### config.mk
export PLATFORM = sky130hd
export DESIGN_NAME = cpuTop
export DESIGN_NICKNAME = d
export VERILOG_FILES = /design/src/corePkg.sv /design/src/isaPkg.sv /design/src/stageIfs.sv /design/src/aluUnit.sv /design/src/cpuTop.sv /design/src/decodeStage.sv /design/src/executeStage.sv /design/src/fetchStage.sv /design/src/memStage.sv /design/src/regFile.sv
export SDC_FILE = /design/constraint.sdc
export NUM_CORES = 2
export LEC_CHECK = 0
export BUFFER_PORTS_ARGS = -buffer_cell sky130_fd_sc_hd__buf_2
export CELL_PAD_IN_SITES_DETAIL_PLACEMENT = 2
export CELL_PAD_IN_SITES_GLOBAL_PLACEMENT = 2
export CORE_ASPECT_RATIO = 0.9
export CORE_MARGIN = 4
export CORE_UTILIZATION = 45
export CTS_CLUSTER_DIAMETER = 150
export CTS_CLUSTER_SIZE = 8
export DETAILED_ROUTE_END_ITERATION = 7
export HOLD_SLACK_MARGIN = 0.15
export PLACE_DENSITY_LB_ADDON = 0.25
export SLEW_MARGIN = 20
export SYNTH_ARGS = -nofsm -noshare
export SYNTH_HDL_FRONTEND = slang
export SYNTH_HIERARCHICAL = 1
export SYNTH_SLANG_ARGS = --single-unit
### constraint.sdc
create_clock -name clk -period 54.4 [get_ports clk]
set_input_delay 0 -clock clk [delete_from_list [all_inputs] [get_ports clk]]
set_output_delay 0 -clock clk [all_outputs]
set_load 0.005 [all_outputs]
### src/corePkg.sv
// Microarchitecture package: ALU operation codes, forwarding selects and branch kinds
package corePkg;

	// Internal ALU operations
	localparam int aluOpWidth = 3;
	localparam logic [aluOpWidth-1:0] aluAdd = 3'd0;
	localparam logic [aluOpWidth-1:0] aluSub = 3'd1;
	localparam logic [aluOpWidth-1:0] aluAnd = 3'd2;
	localparam logic [aluOpWidth-1:0] aluOr = 3'd3;
	localparam logic [aluOpWidth-1:0] aluMul = 3'd4;
	localparam logic [aluOpWidth-1:0] aluDiv = 3'd5;
	localparam logic [aluOpWidth-1:0] aluPassB = 3'd6;	// MOV

	// Operand source in execute
	localparam int fwdWidth = 2;
	localparam logic [fwdWidth-1:0] fwdNone = 2'd0;	// Value read in decode
	localparam logic [fwdWidth-1:0] fwdMem = 2'd1;
	localparam logic [fwdWidth-1:0] fwdWb = 2'd2;

	// Branch condition, ra against zero
	localparam int branchWidth = 2;
	localparam logic [branchWidth-1:0] brNone = 2'd0;
	localparam logic [branchWidth-1:0] brGt = 2'd1;
	localparam logic [branchWidth-1:0] brLt = 2'd2;
	localparam logic [branchWidth-1:0] brEq = 2'd3;

endpackage

### src/isaPkg.sv
// Instruction set package: word sizes, opcodes, function codes and the instruction word union
package isaPkg;

	localparam int wordWidth = 16;	// Data, address and instruction width
	localparam int regAddrWidth = 4;	// Sixteen registers

	// Opcodes, top nibble of every word
	localparam logic [3:0] opHalt = 4'h0;
	localparam logic [3:0] opBgt = 4'h4;
	localparam logic [3:0] opBlt = 4'h5;
	localparam logic [3:0] opBeq = 4'h6;
	localparam logic [3:0] opAndi = 4'h8;
	localparam logic [3:0] opOri = 4'h9;
	localparam logic [3:0] opLw = 4'hC;
	localparam logic [3:0] opSw = 4'hD;
	localparam logic [3:0] opReg = 4'hF;	// Register form, function in low nibble

	// Function codes of the register form
	localparam logic [3:0] fnAdd = 4'h0;
	localparam logic [3:0] fnSub = 4'h1;
	localparam logic [3:0] fnMul = 4'h4;	// Low half to ra, high half to R15
	localparam logic [3:0] fnDiv = 4'h5;	// Quotient to ra, remainder to R15
	localparam logic [3:0] fnMov = 4'h7;

	// Same sixteen bits seen three ways
	typedef union packed {
		struct packed {
			logic [3:0] opcode;
			logic [regAddrWidth-1:0] ra;
			logic [regAddrWidth-1:0] rb;
			logic [3:0] func;
		} regForm;
		struct packed {
			logic [3:0] opcode;
			logic [regAddrWidth-1:0] ra;
			logic [7:0] imm8;	// Logic immediate or branch offset
		} immForm;
		struct packed {
			logic [3:0] opcode;
			logic [regAddrWidth-1:0] ra;
			logic [regAddrWidth-1:0] rb;	// Base register
			logic [3:0] off4;	// Signed offset
		} memForm;
	} instrWord;

endpackage

### src/stageIfs.sv
// Pipeline register interfaces idExIf, exMemIf and wbIf
`timescale 1ns/1ps

// Decode to execute register contents
interface idExIf import isaPkg::*, corePkg::*; ();
	logic valid;
	logic [wordWidth-1:0] pc;	// Branch base
	logic [aluOpWidth-1:0] aluOp;
	logic useImm;	// ALU B input from imm
	logic [wordWidth-1:0] imm;
	logic [wordWidth-1:0] opA;	// Register value of ra
	logic [wordWidth-1:0] opB;	// Register value of rb
	logic [regAddrWidth-1:0] ra;
	logic [regAddrWidth-1:0] rb;
	logic [regAddrWidth-1:0] dest;
	logic regWrite;
	logic r15Write;
	logic memRead;
	logic memWrite;
	logic [branchWidth-1:0] branchKind;
	logic halt;

	modport decode (output valid, pc, aluOp, useImm, imm, opA, opB, ra, rb, dest,
		regWrite, r15Write, memRead, memWrite, branchKind, halt);
	modport execute (input valid, pc, aluOp, useImm, imm, opA, opB, ra, rb, dest,
		regWrite, r15Write, memRead, memWrite, branchKind, halt);
endinterface

// Execute to memory register contents
interface exMemIf import isaPkg::*; ();
	logic valid;
	logic [wordWidth-1:0] result;	// ALU result or memory address
	logic [wordWidth-1:0] r15Result;	// Product high half or remainder
	logic [wordWidth-1:0] storeData;
	logic [regAddrWidth-1:0] dest;
	logic regWrite;
	logic r15Write;
	logic memRead;
	logic memWrite;
	logic halt;

	modport execute (output valid, result, r15Result, storeData, dest, regWrite, r15Write,
		memRead, memWrite, halt);
	modport mem (input valid, result, r15Result, storeData, dest, regWrite, r15Write,
		memRead, memWrite, halt);
endinterface

// Write-back register contents, both write ports
interface wbIf import isaPkg::*; ();
	logic regWrite;
	logic [regAddrWidth-1:0] dest;
	logic [wordWidth-1:0] data;
	logic r15Write;
	logic [wordWidth-1:0] r15Data;

	modport source (output regWrite, dest, data, r15Write, r15Data);
	modport sink (input regWrite, dest, data, r15Write, r15Data);
endinterface
### src/aluUnit.sv
// ALU: add, subtract, logic, pass-B, signed multiply and divide with R15 side result
`timescale 1ns/1ps

module aluUnit import isaPkg::*, corePkg::*; (
	input logic [wordWidth-1:0] opA,
	input logic [wordWidth-1:0] opB,
	input logic [aluOpWidth-1:0] aluOp,
	output logic [wordWidth-1:0] result,
	output logic [wordWidth-1:0] r15Result
);

	logic signed [2*wordWidth-1:0] product;
	logic signed [wordWidth-1:0] quotient;
	logic signed [wordWidth-1:0] remainder;

	assign product = $signed(opA) * $signed(opB);
	assign quotient = $signed(opA) / $signed(opB);	// Truncates toward zero
	assign remainder = $signed(opA) % $signed(opB);	// Sign follows dividend

	always_comb
	begin
		result = '0;
		r15Result = '0;
		case (aluOp)
			aluAdd: result = opA + opB;
			aluSub: result = opA - opB;
			aluAnd: result = opA & opB;
			aluOr: result = opA | opB;
			aluPassB: result = opB;
			aluMul:
			begin
				result = product[wordWidth-1:0];
				r15Result = product[2*wordWidth-1:wordWidth];	// High half
			end
			aluDiv:
			begin
				result = (opB == '0) ? '1 : quotient;	// All ones on divide by zero
				r15Result = (opB == '0) ? opA : remainder;
			end
			default: result = '0;
		endcase
	end

endmodule

### src/cpuTop.sv
// Processor top level: stage instances, pipeline interfaces and memory ports
`timescale 1ns/1ps

module cpuTop import isaPkg::*; #(
	parameter logic [wordWidth-1:0] resetAddr = '0	// First fetch address
) (
	input logic clk,
	input logic rst,
	output logic [wordWidth-1:0] imemAddr,
	input logic [wordWidth-1:0] imemData,
	output logic [wordWidth-1:0] dmemAddr,
	output logic [wordWidth-1:0] dmemWrData,
	output logic dmemWrite,
	output logic dmemRead,
	input logic [wordWidth-1:0] dmemRdData,
	output logic halted
);

	idExIf idExBus ();
	exMemIf exMemBus ();
	wbIf wbBus ();

	// Fetch register outputs
	logic fetchValid;
	logic [wordWidth-1:0] fetchPc;
	instrWord fetchInstr;

	logic hold;	// Load-use stall or halt
	logic redirect;	// Taken branch
	logic [wordWidth-1:0] target;

	fetchStage #(.resetAddr(resetAddr)) fetch_i (
		.clk(clk), .rst(rst), .hold(hold), .redirect(redirect), .target(target),
		.imemAddr(imemAddr), .imemData(imemData),
		.valid(fetchValid), .pc(fetchPc), .instr(fetchInstr)
	);

	decodeStage decode_i (
		.clk(clk), .rst(rst), .valid(fetchValid), .pc(fetchPc), .instr(fetchInstr),
		.redirect(redirect), .hold(hold), .idEx(idExBus.decode), .wb(wbBus.sink)
	);

	executeStage execute_i (
		.clk(clk), .rst(rst), .idEx(idExBus.execute), .exMem(exMemBus.execute),
		.wb(wbBus.sink), .redirect(redirect), .target(target)
	);

	memStage mem_i (
		.clk(clk), .rst(rst), .exMem(exMemBus.mem),
		.dmemAddr(dmemAddr), .dmemWrData(dmemWrData), .dmemWrite(dmemWrite),
		.dmemRead(dmemRead), .dmemRdData(dmemRdData), .wb(wbBus.source), .halted(halted)
	);

endmodule

### src/decodeStage.sv
// Decode stage: control decode, immediates, hazard detection and the decode-to-execute register
`timescale 1ns/1ps

module decodeStage import isaPkg::*, corePkg::*; (
	input logic clk,
	input logic rst,
	input logic valid,
	input logic [wordWidth-1:0] pc,
	input instrWord instr,
	input logic redirect,
	output logic hold,
	idExIf.decode idEx,
	wbIf.sink wb
);

	logic [wordWidth-1:0] rdDataA;
	logic [wordWidth-1:0] rdDataB;
	logic [aluOpWidth-1:0] decAluOp;
	logic decUseImm;
	logic [wordWidth-1:0] decImm;
	logic decRegWrite;
	logic decR15Write;
	logic decMemRead;
	logic decMemWrite;
	logic [branchWidth-1:0] decBranch;
	logic haltNow;	// Valid HLT sitting here
	logic haltSeen;	// HLT already issued
	logic loadUse;
	logic bubble;

	regFile regs_i (
		.clk(clk), .rst(rst), .rdAddrA(instr.regForm.ra), .rdAddrB(instr.regForm.rb),
		.rdDataA(rdDataA), .rdDataB(rdDataB), .wb(wb)
	);

	always_comb
	begin
		decAluOp = aluAdd;
		decUseImm = 1'b0;
		decImm = '0;
		decRegWrite = 1'b0;
		decR15Write = 1'b0;
		decMemRead = 1'b0;
		decMemWrite = 1'b0;
		decBranch = brNone;
		case (instr.regForm.opcode)
			opReg:
			begin
				decRegWrite = instr.regForm.func inside {fnAdd, fnSub, fnMul, fnDiv, fnMov};
				decR15Write = instr.regForm.func inside {fnMul, fnDiv};	// Side result
				case (instr.regForm.func)
					fnSub: decAluOp = aluSub;
					fnMul: decAluOp = aluMul;
					fnDiv: decAluOp = aluDiv;
					fnMov: decAluOp = aluPassB;
					default: decAluOp = aluAdd;
				endcase
			end
			opAndi, opOri:
			begin
				decAluOp = (instr.immForm.opcode == opAndi) ? aluAnd : aluOr;
				decUseImm = 1'b1;
				decImm = {{(wordWidth-8){1'b0}}, instr.immForm.imm8};	// Zero-extended
				decRegWrite = 1'b1;
			end
			opLw, opSw:
			begin
				decUseImm = 1'b1;	// rb plus offset
				decImm = {{(wordWidth-4){instr.memForm.off4[3]}}, instr.memForm.off4};
				decMemRead = (instr.memForm.opcode == opLw);
				decMemWrite = (instr.memForm.opcode == opSw);
				decRegWrite = (instr.memForm.opcode == opLw);
			end
			opBgt, opBlt, opBeq:
			begin
				decImm = {{(wordWidth-8){instr.immForm.imm8[7]}}, instr.immForm.imm8};
				decBranch = (instr.immForm.opcode == opBgt) ? brGt :
					(instr.immForm.opcode == opBlt) ? brLt : brEq;
			end
			default: decAluOp = aluAdd;	// HLT and unknown opcodes write nothing
		endcase
	end

	// Load in execute feeding this instruction
	assign loadUse = valid && idEx.memRead &&
		(idEx.dest == instr.regForm.ra || idEx.dest == instr.regForm.rb);
	assign haltNow = valid && (instr.regForm.opcode == opHalt);
	assign hold = loadUse || haltSeen || haltNow;	// HLT itself still issues once
	assign bubble = !valid || redirect || loadUse || haltSeen;

	always_ff @(posedge clk or negedge rst)
	begin
		if (!rst)
			haltSeen <= 1'b0;
		else if (haltNow && !bubble)
			haltSeen <= 1'b1;	// Sticky, fetch never resumes
	end

	// Control half of the register, cleared for bubbles
	always_ff @(posedge clk or negedge rst)
	begin
		if (!rst)
		begin
			idEx.valid <= 1'b0;
			idEx.regWrite <= 1'b0;
			idEx.r15Write <= 1'b0;
			idEx.memRead <= 1'b0;
			idEx.memWrite <= 1'b0;
			idEx.branchKind <= brNone;
			idEx.halt <= 1'b0;
		end
		else
		begin
			idEx.valid <= !bubble;
			idEx.regWrite <= decRegWrite && !bubble;
			idEx.r15Write <= decR15Write && !bubble;
			idEx.memRead <= decMemRead && !bubble;
			idEx.memWrite <= decMemWrite && !bubble;
			idEx.branchKind <= bubble ? brNone : decBranch;
			idEx.halt <= haltNow && !bubble;
		end
	end

	always_ff @(posedge clk)
	begin
		idEx.pc <= pc;
		idEx.aluOp <= decAluOp;
		idEx.useImm <= decUseImm;
		idEx.imm <= decImm;
		idEx.opA <= rdDataA;
		idEx.opB <= rdDataB;
		idEx.ra <= instr.regForm.ra;
		idEx.rb <= instr.regForm.rb;
		idEx.dest <= instr.regForm.ra;	// Every write targets ra
	end

endmodule

### src/executeStage.sv
// Execute stage: forwarding, branch resolution and the execute-to-memory register
`timescale 1ns/1ps

module executeStage import isaPkg::*, corePkg::*; (
	input logic clk,
	input logic rst,
	idExIf.execute idEx,
	exMemIf.execute exMem,
	wbIf.sink wb,
	output logic redirect,
	output logic [wordWidth-1:0] target
);

	logic [wordWidth-1:0] valA;	// Forwarded ra
	logic [wordWidth-1:0] valB;	// Forwarded rb
	logic [wordWidth-1:0] aluA;
	logic [wordWidth-1:0] aluB;
	logic [wordWidth-1:0] aluResult;
	logic [wordWidth-1:0] aluR15;
	logic taken;

	// Newest writer of r, R15 side writes included
	function automatic logic [fwdWidth-1:0] pickSrc(input logic [regAddrWidth-1:0] r);
		if (r == '0)
			return fwdNone;
		if ((exMem.regWrite && exMem.dest == r) || (exMem.r15Write && r == '1))
			return fwdMem;
		if ((wb.regWrite && wb.dest == r) || (wb.r15Write && r == '1))
			return fwdWb;
		return fwdNone;
	endfunction

	function automatic logic [wordWidth-1:0] fwdValue(input logic [regAddrWidth-1:0] r,
		input logic [wordWidth-1:0] regVal);
		case (pickSrc(r))
			fwdMem: return (exMem.regWrite && exMem.dest == r) ? exMem.result : exMem.r15Result;
			fwdWb: return (wb.regWrite && wb.dest == r) ? wb.data : wb.r15Data;
			default: return regVal;
		endcase
	endfunction

	always_comb
	begin
		valA = fwdValue(idEx.ra, idEx.opA);
		valB = fwdValue(idEx.rb, idEx.opB);
	end

	assign aluA = (idEx.memRead || idEx.memWrite) ? valB : valA;	// Base is rb for LW and SW
	assign aluB = idEx.useImm ? idEx.imm : valB;

	aluUnit alu_i (
		.opA(aluA), .opB(aluB), .aluOp(idEx.aluOp), .result(aluResult), .r15Result(aluR15)
	);

	// Signed compare of ra with zero
	always_comb
	begin
		case (idEx.branchKind)
			brGt: taken = $signed(valA) > 0;
			brLt: taken = $signed(valA) < 0;
			brEq: taken = valA == '0;
			default: taken = 1'b0;
		endcase
	end

	assign redirect = idEx.valid && taken;
	assign target = idEx.pc + wordWidth'(2) + {idEx.imm[wordWidth-2:0], 1'b0};

	always_ff @(posedge clk or negedge rst)
	begin
		if (!rst)
		begin
			exMem.valid <= 1'b0;
			exMem.regWrite <= 1'b0;
			exMem.r15Write <= 1'b0;
			exMem.memRead <= 1'b0;
			exMem.memWrite <= 1'b0;
			exMem.halt <= 1'b0;
		end
		else
		begin
			exMem.valid <= idEx.valid;	// Branch itself stays valid
			exMem.regWrite <= idEx.regWrite;
			exMem.r15Write <= idEx.r15Write;
			exMem.memRead <= idEx.memRead;
			exMem.memWrite <= idEx.memWrite;
			exMem.halt <= idEx.halt;
		end
	end

	always_ff @(posedge clk)
	begin
		exMem.result <= aluResult;
		exMem.r15Result <= aluR15;
		exMem.storeData <= valA;	// SW stores ra
		exMem.dest <= idEx.dest;
	end

endmodule

### src/fetchStage.sv
// Fetch stage: program counter and fetch-to-decode register
`timescale 1ns/1ps

module fetchStage import isaPkg::*; #(
	parameter logic [wordWidth-1:0] resetAddr = '0
) (
	input logic clk,
	input logic rst,
	input logic hold,
	input logic redirect,
	input logic [wordWidth-1:0] target,
	output logic [wordWidth-1:0] imemAddr,
	input instrWord imemData,
	output logic valid,
	output logic [wordWidth-1:0] pc,
	output instrWord instr
);

	logic [wordWidth-1:0] pcReg;

	assign imemAddr = pcReg;	// Memory answers in the same cycle

	// Redirect beats hold
	always_ff @(posedge clk or negedge rst)
	begin
		if (!rst)
		begin
			pcReg <= resetAddr;
			valid <= 1'b0;
		end
		else if (redirect)
		begin
			pcReg <= target;
			valid <= 1'b0;	// Flush the wrong-path word
		end
		else if (!hold)
		begin
			pcReg <= pcReg + wordWidth'(2);
			valid <= 1'b1;
		end
	end

	always_ff @(posedge clk)
	begin
		if (!hold)
		begin
			pc <= pcReg;
			instr <= imemData;
		end
	end

endmodule

### src/memStage.sv
// Memory stage: data memory access, memory-to-writeback register and halted flag
`timescale 1ns/1ps

module memStage import isaPkg::*; (
	input logic clk,
	input logic rst,
	exMemIf.mem exMem,
	output logic [wordWidth-1:0] dmemAddr,
	output logic [wordWidth-1:0] dmemWrData,
	output logic dmemWrite,
	output logic dmemRead,
	input logic [wordWidth-1:0] dmemRdData,
	wbIf.source wb,
	output logic halted
);

	assign dmemAddr = exMem.result;
	assign dmemWrData = exMem.storeData;
	assign dmemWrite = exMem.valid && exMem.memWrite;	// Written at the clock edge
	assign dmemRead = exMem.valid && exMem.memRead;

	always_ff @(posedge clk or negedge rst)
	begin
		if (!rst)
		begin
			wb.regWrite <= 1'b0;
			wb.r15Write <= 1'b0;
			halted <= 1'b0;
		end
		else
		begin
			wb.regWrite <= exMem.valid && exMem.regWrite;
			wb.r15Write <= exMem.valid && exMem.r15Write;
			if (exMem.valid && exMem.halt)
				halted <= 1'b1;	// Stays set until reset
		end
	end

	always_ff @(posedge clk)
	begin
		wb.dest <= exMem.dest;
		wb.data <= exMem.memRead ? dmemRdData : exMem.result;	// Load data or ALU result
		wb.r15Data <= exMem.r15Result;
	end

endmodule

### src/regFile.sv
// Register file: sixteen registers, write-through reads, extra R15 write port
`timescale 1ns/1ps

module regFile import isaPkg::*; (
	input logic clk,
	input logic rst,
	input logic [regAddrWidth-1:0] rdAddrA,
	input logic [regAddrWidth-1:0] rdAddrB,
	output logic [wordWidth-1:0] rdDataA,
	output logic [wordWidth-1:0] rdDataB,
	wbIf.sink wb
);

	logic [wordWidth-1:0] regs [2**regAddrWidth];

	// Bypass the write landing this cycle, ra port first
	function automatic logic [wordWidth-1:0] readPort(input logic [regAddrWidth-1:0] addr);
		if (addr == '0)
			return '0;	// R0 hardwired
		if (wb.regWrite && wb.dest == addr)
			return wb.data;
		if (wb.r15Write && addr == '1)
			return wb.r15Data;
		return regs[addr];
	endfunction

	always_comb
	begin
		rdDataA = readPort(rdAddrA);
		rdDataB = readPort(rdAddrB);
	end

	always_ff @(posedge clk or negedge rst)
	begin
		if (!rst)
		begin
			for (int i = 0; i < 2**regAddrWidth; i++)
				regs[i] <= '0;
		end
		else
		begin
			if (wb.r15Write)
				regs[2**regAddrWidth-1] <= wb.r15Data;
			if (wb.regWrite && wb.dest != '0)
				regs[wb.dest] <= wb.data;	// Later write, so ra wins on R15
		end
	end

endmodule

==> impl_metrics.tcl <==
set metrics [dict create \
    startpoint_type "register" \
    async_reset_ff_share_pct 60.62 \
    reg2reg_to "execute_i/exMem.r15Result[11]$_DFF_P_" \
    synth_edf_count 32 \
    grt_pass1_vias 48320 \
    worst_path_max_delay_cell "a311oi_1" \
    die_height_um 308.6 \
    drv_slew 0 \
    rsz0062_at_grt "no" \
    violations "design-rule violations" \
    areaGrowthSynthToFinish_pct 9.865 \
    cts_tree "yes" \
    cts_root_buffer "clkbuf_16" \
    start_util_pct 45.69 \
    dp_cells 5900 \
    core_area_mm2 0.09888 \
    final_cells 6119 \
    yosys_warnings 6 \
    seq_area_frac_synth_pct 25.20 \
    hold_end "mem_i/wb.data[1]$_DFF_P_" \
    via_per_inst 7.391 \
    hold_depth 3 \
    clock_latency_ns 0.68 \
    numCtsBuffers 69 \
    fin_crit_ns 46.12 \
    status "complete, but fails checks" \
    syn_avg_cell_area_um2 9.641 \
    syn_nets 5257 \
    track_usage_pct 49.50 \
    portBuffers 84 \
    clock-sinks 480 \
    reg2reg_slack_ns 8.28 \
    synth_cell_type_count 126 \
    wl_per_cell_um 43.11 \
    timing_worst_setup_path_type "reg -> reg" \
    finalSetupViolations 0 \
    finalHoldViolations 0 \
    drtIter0Drc 6822 \
    grt_overflow 0 \
    cp-end-kind "register" \
    cts_resized 0 \
    antenna_found_initial 42 \
    crit_top_cell "ha_1" \
    row_count 109 \
    die_w_um 342.0 \
    hpwlAfterDp_um 144800 \
    r2r.worst_path.cells 153 \
    placed_area_mm2 0.04684 \
    synth_seq_cells 480 \
    drive_gt1_share_pct 16.95 \
    hold-worst-slack_ns 0.1506 \
    num_vias 45230 \
    fin_tns_setup_ns 0 \
    synth-main-ff-cell "dfrtp_1" \
    grt_first_pass_wirelength_um 375600 \
    r2r-start "decode_i/idEx.rb[1]$_DFF_P_" \
    final_area_mm2 0.04964 \
    ant_nets 0 \
    cts.htree.levels 3 \
    tightest_slew_ns 1.347 \
    netlist_area_mm2 0.04518 \
    critPathRequiredTime_ns 54.92 \
    critPathMaxFanout 29 \
    cts.reportedPaths.clkPinSlew_ns 0.07 \
    grt_max_degree 97 \
    hold_path.class "in -> reg" \
    finClkSkew_ns 0.04362 \
    arrival_ns 46.64 \
    drv_cap 0 \
    slowest_delay_ns 0.83 \
    routed_wl_um 263800 \
    dr.pass1.iters 8 \
    fin_crit_sh_pct 84.78 \
    slew-limit-headroom_pct 10.18 \
    drc 6 \
    nNetsFinal 5275 \
    place_congestion 0.9492 \
    ios 85 \
    cts_max_path_buffers 3 \
    fmax_mhz 21.68 \
    min_from "dmemRdData[1]" \
    dieArea_mm2 0.1055 \
    syn_inst 4686 \
]
-- through the flow --
stage / setup WS, ns / utilization, %
floorplan: 20.05 / -
global placement: 13.03 / 47.35
detailed placement: 11.28 / 47.37
CTS: 10.49 / 49.99
global route: 6.570 / 50.13
finish: 8.278 / 50.20
-- cell type report --
| class | count | area (um2) |
|---|---|---|
| Antenna cell | 32 | 80.08 |
| Clock buffer | 120 | 1982 |
| Clock inverter | 2 | 50.05 |
| Fill cell | 10200 | 49240 |
| Inverter | 392 | 1474 |
| Multi-Input combinational cell | 3501 | 31080 |
| Sequential cell | 480 | 11390 |
| Tap cell | 1332 | 1667 |
| Timing Repair Buffer | 260 | 1911 |
-- per-layer routing --
metal / vias up / GRT usage (%) / wire length [um]
met5: - / 2.615 / 374
met4: 32 / 39.37 / 26840
met2: 3998 / 72.60 / 111500
li1: 16660 / - / -
met1: 22740 / 54.94 / 91010
met3: 1800 / 23.64 / 34050
-- cells by family after synthesis --
logic type	after synthesis	synth area share [%]
AO/OA/AOI/OAI	940	14.27
XOR/XNOR	248	4.824
adder cells (fa/ha/maj)	537	19.28
buffers and inverters	705	6.810
flip-flops	480	25.20
multiplexers	570	16.10
AND/OR/NAND/NOR	1206	13.52
-- how the worst max path moves through the flow --
stage	startpoint	slack (ns)	depth (start not counted)	endpoint
CTS	mem_i/wb.dest[0]$_DFF_P_	10.49	148	execute_i/exMem.r15Result[11]$_DFF_P_
finish	decode_i/idEx.rb[1]$_DFF_P_	8.28	153	execute_i/exMem.r15Result[11]$_DFF_P_
global route	decode_i/idEx.rb[1]$_DFF_P_	6.57	153	execute_i/exMem.r15Result[11]$_DFF_P_
global placement	mem_i/wb.dest[1]$_DFF_P_	13.03	148	execute_i/exMem.r15Result[15]$_DFF_P_
detailed placement	mem_i/wb.dest[0]$_DFF_P_	11.28	149	execute_i/exMem.r15Result[15]$_DFF_P_
floorplan	decode_i/idEx.rb[2]$_DFF_P_	20.05	153	execute_i/exMem.r15Result[10]$_DFF_P_
-- synthesized netlist by cell type, drive strengths merged (32+ instances only) --
master	number	area share, %
a21o	44	0.73
a21oi	197	2.2
a31oi	33	0.47
and2	124	1.7
buf	145	2.1
clkbuf	168	1.4
dfrtp	291	16
dfxtp	157	7.0
edfxtp	32	2.1
fa	265	12
ha	272	7.5
inv	391	3.3
mux2	293	7.4
mux2i	185	4.1
mux4	92	4.6
nand2	385	3.2
nand2b	43	0.60
nand3	65	0.75
nand4	32	0.49
nor2	259	2.2
nor2b	38	0.53
nor3	82	0.97
o21a	52	0.86
o21ai	206	2.3
o22ai	76	1.1
or3	45	0.62
xnor2	136	2.7
xor2	112	2.2
-- repair_timing --
item | in CTS | in global routing
buffers inserted | 0 | 0
hold endpoints to repair | 128 | 2
setup endpoints to repair | 0 | 0
hold buffers | 54 | 2
-- critical path, delay by kind of cell, from the launching register on --
family	cells	cell delay [ns]
fa+ha+maj	16	5.23
flops	1	0.60
mux	7	2.37
buf+inv	14	3.41
simple gates	57	14.96
compound gates	58	19.08
xor+xnor	1	0.20
-- layout by cell type (no fill, tap or decap), types with 156 or more instances in the layout --
cell type and instances:
a21oi_1 196, dfrtp_1 291, dfxtp_1 156, fa_1 265, ha_1 272, inv_1 389
mux2_2 278, nand2_1 383, nor2_1 248, o21ai_0 176
-- sequential cells by signal (all words and copies together) (netlist names), 2 cells and up --
| register | count |
|---|---|
| decode_i/idEx.opA | 16 |
| decode_i/idEx.branchKind | 2 |
| decode_i/idEx.rb | 4 |
| decode_i/idEx.dest | 4 |
| decode_i/idEx.aluOp | 3 |
| execute_i/exMem.storeData | 16 |
| fetch_i/instr | 16 |
| decode_i/idEx.pc | 16 |
| decode_i/regs_i/regs | 256 |
| fetch_i/imemAddr | 16 |
| mem_i/wb.dest | 4 |
| mem_i/wb.data | 16 |
| fetch_i/pc | 16 |
| execute_i/exMem.result | 16 |
| decode_i/idEx.imm | 9 |
| decode_i/idEx.opB | 16 |
| execute_i/exMem.r15Result | 16 |
| execute_i/exMem.dest | 4 |
| mem_i/wb.r15Data | 16 |
Power is not shown: default switching activity piles up to over one toggle a cycle in this logic, so the estimate is an artifact.
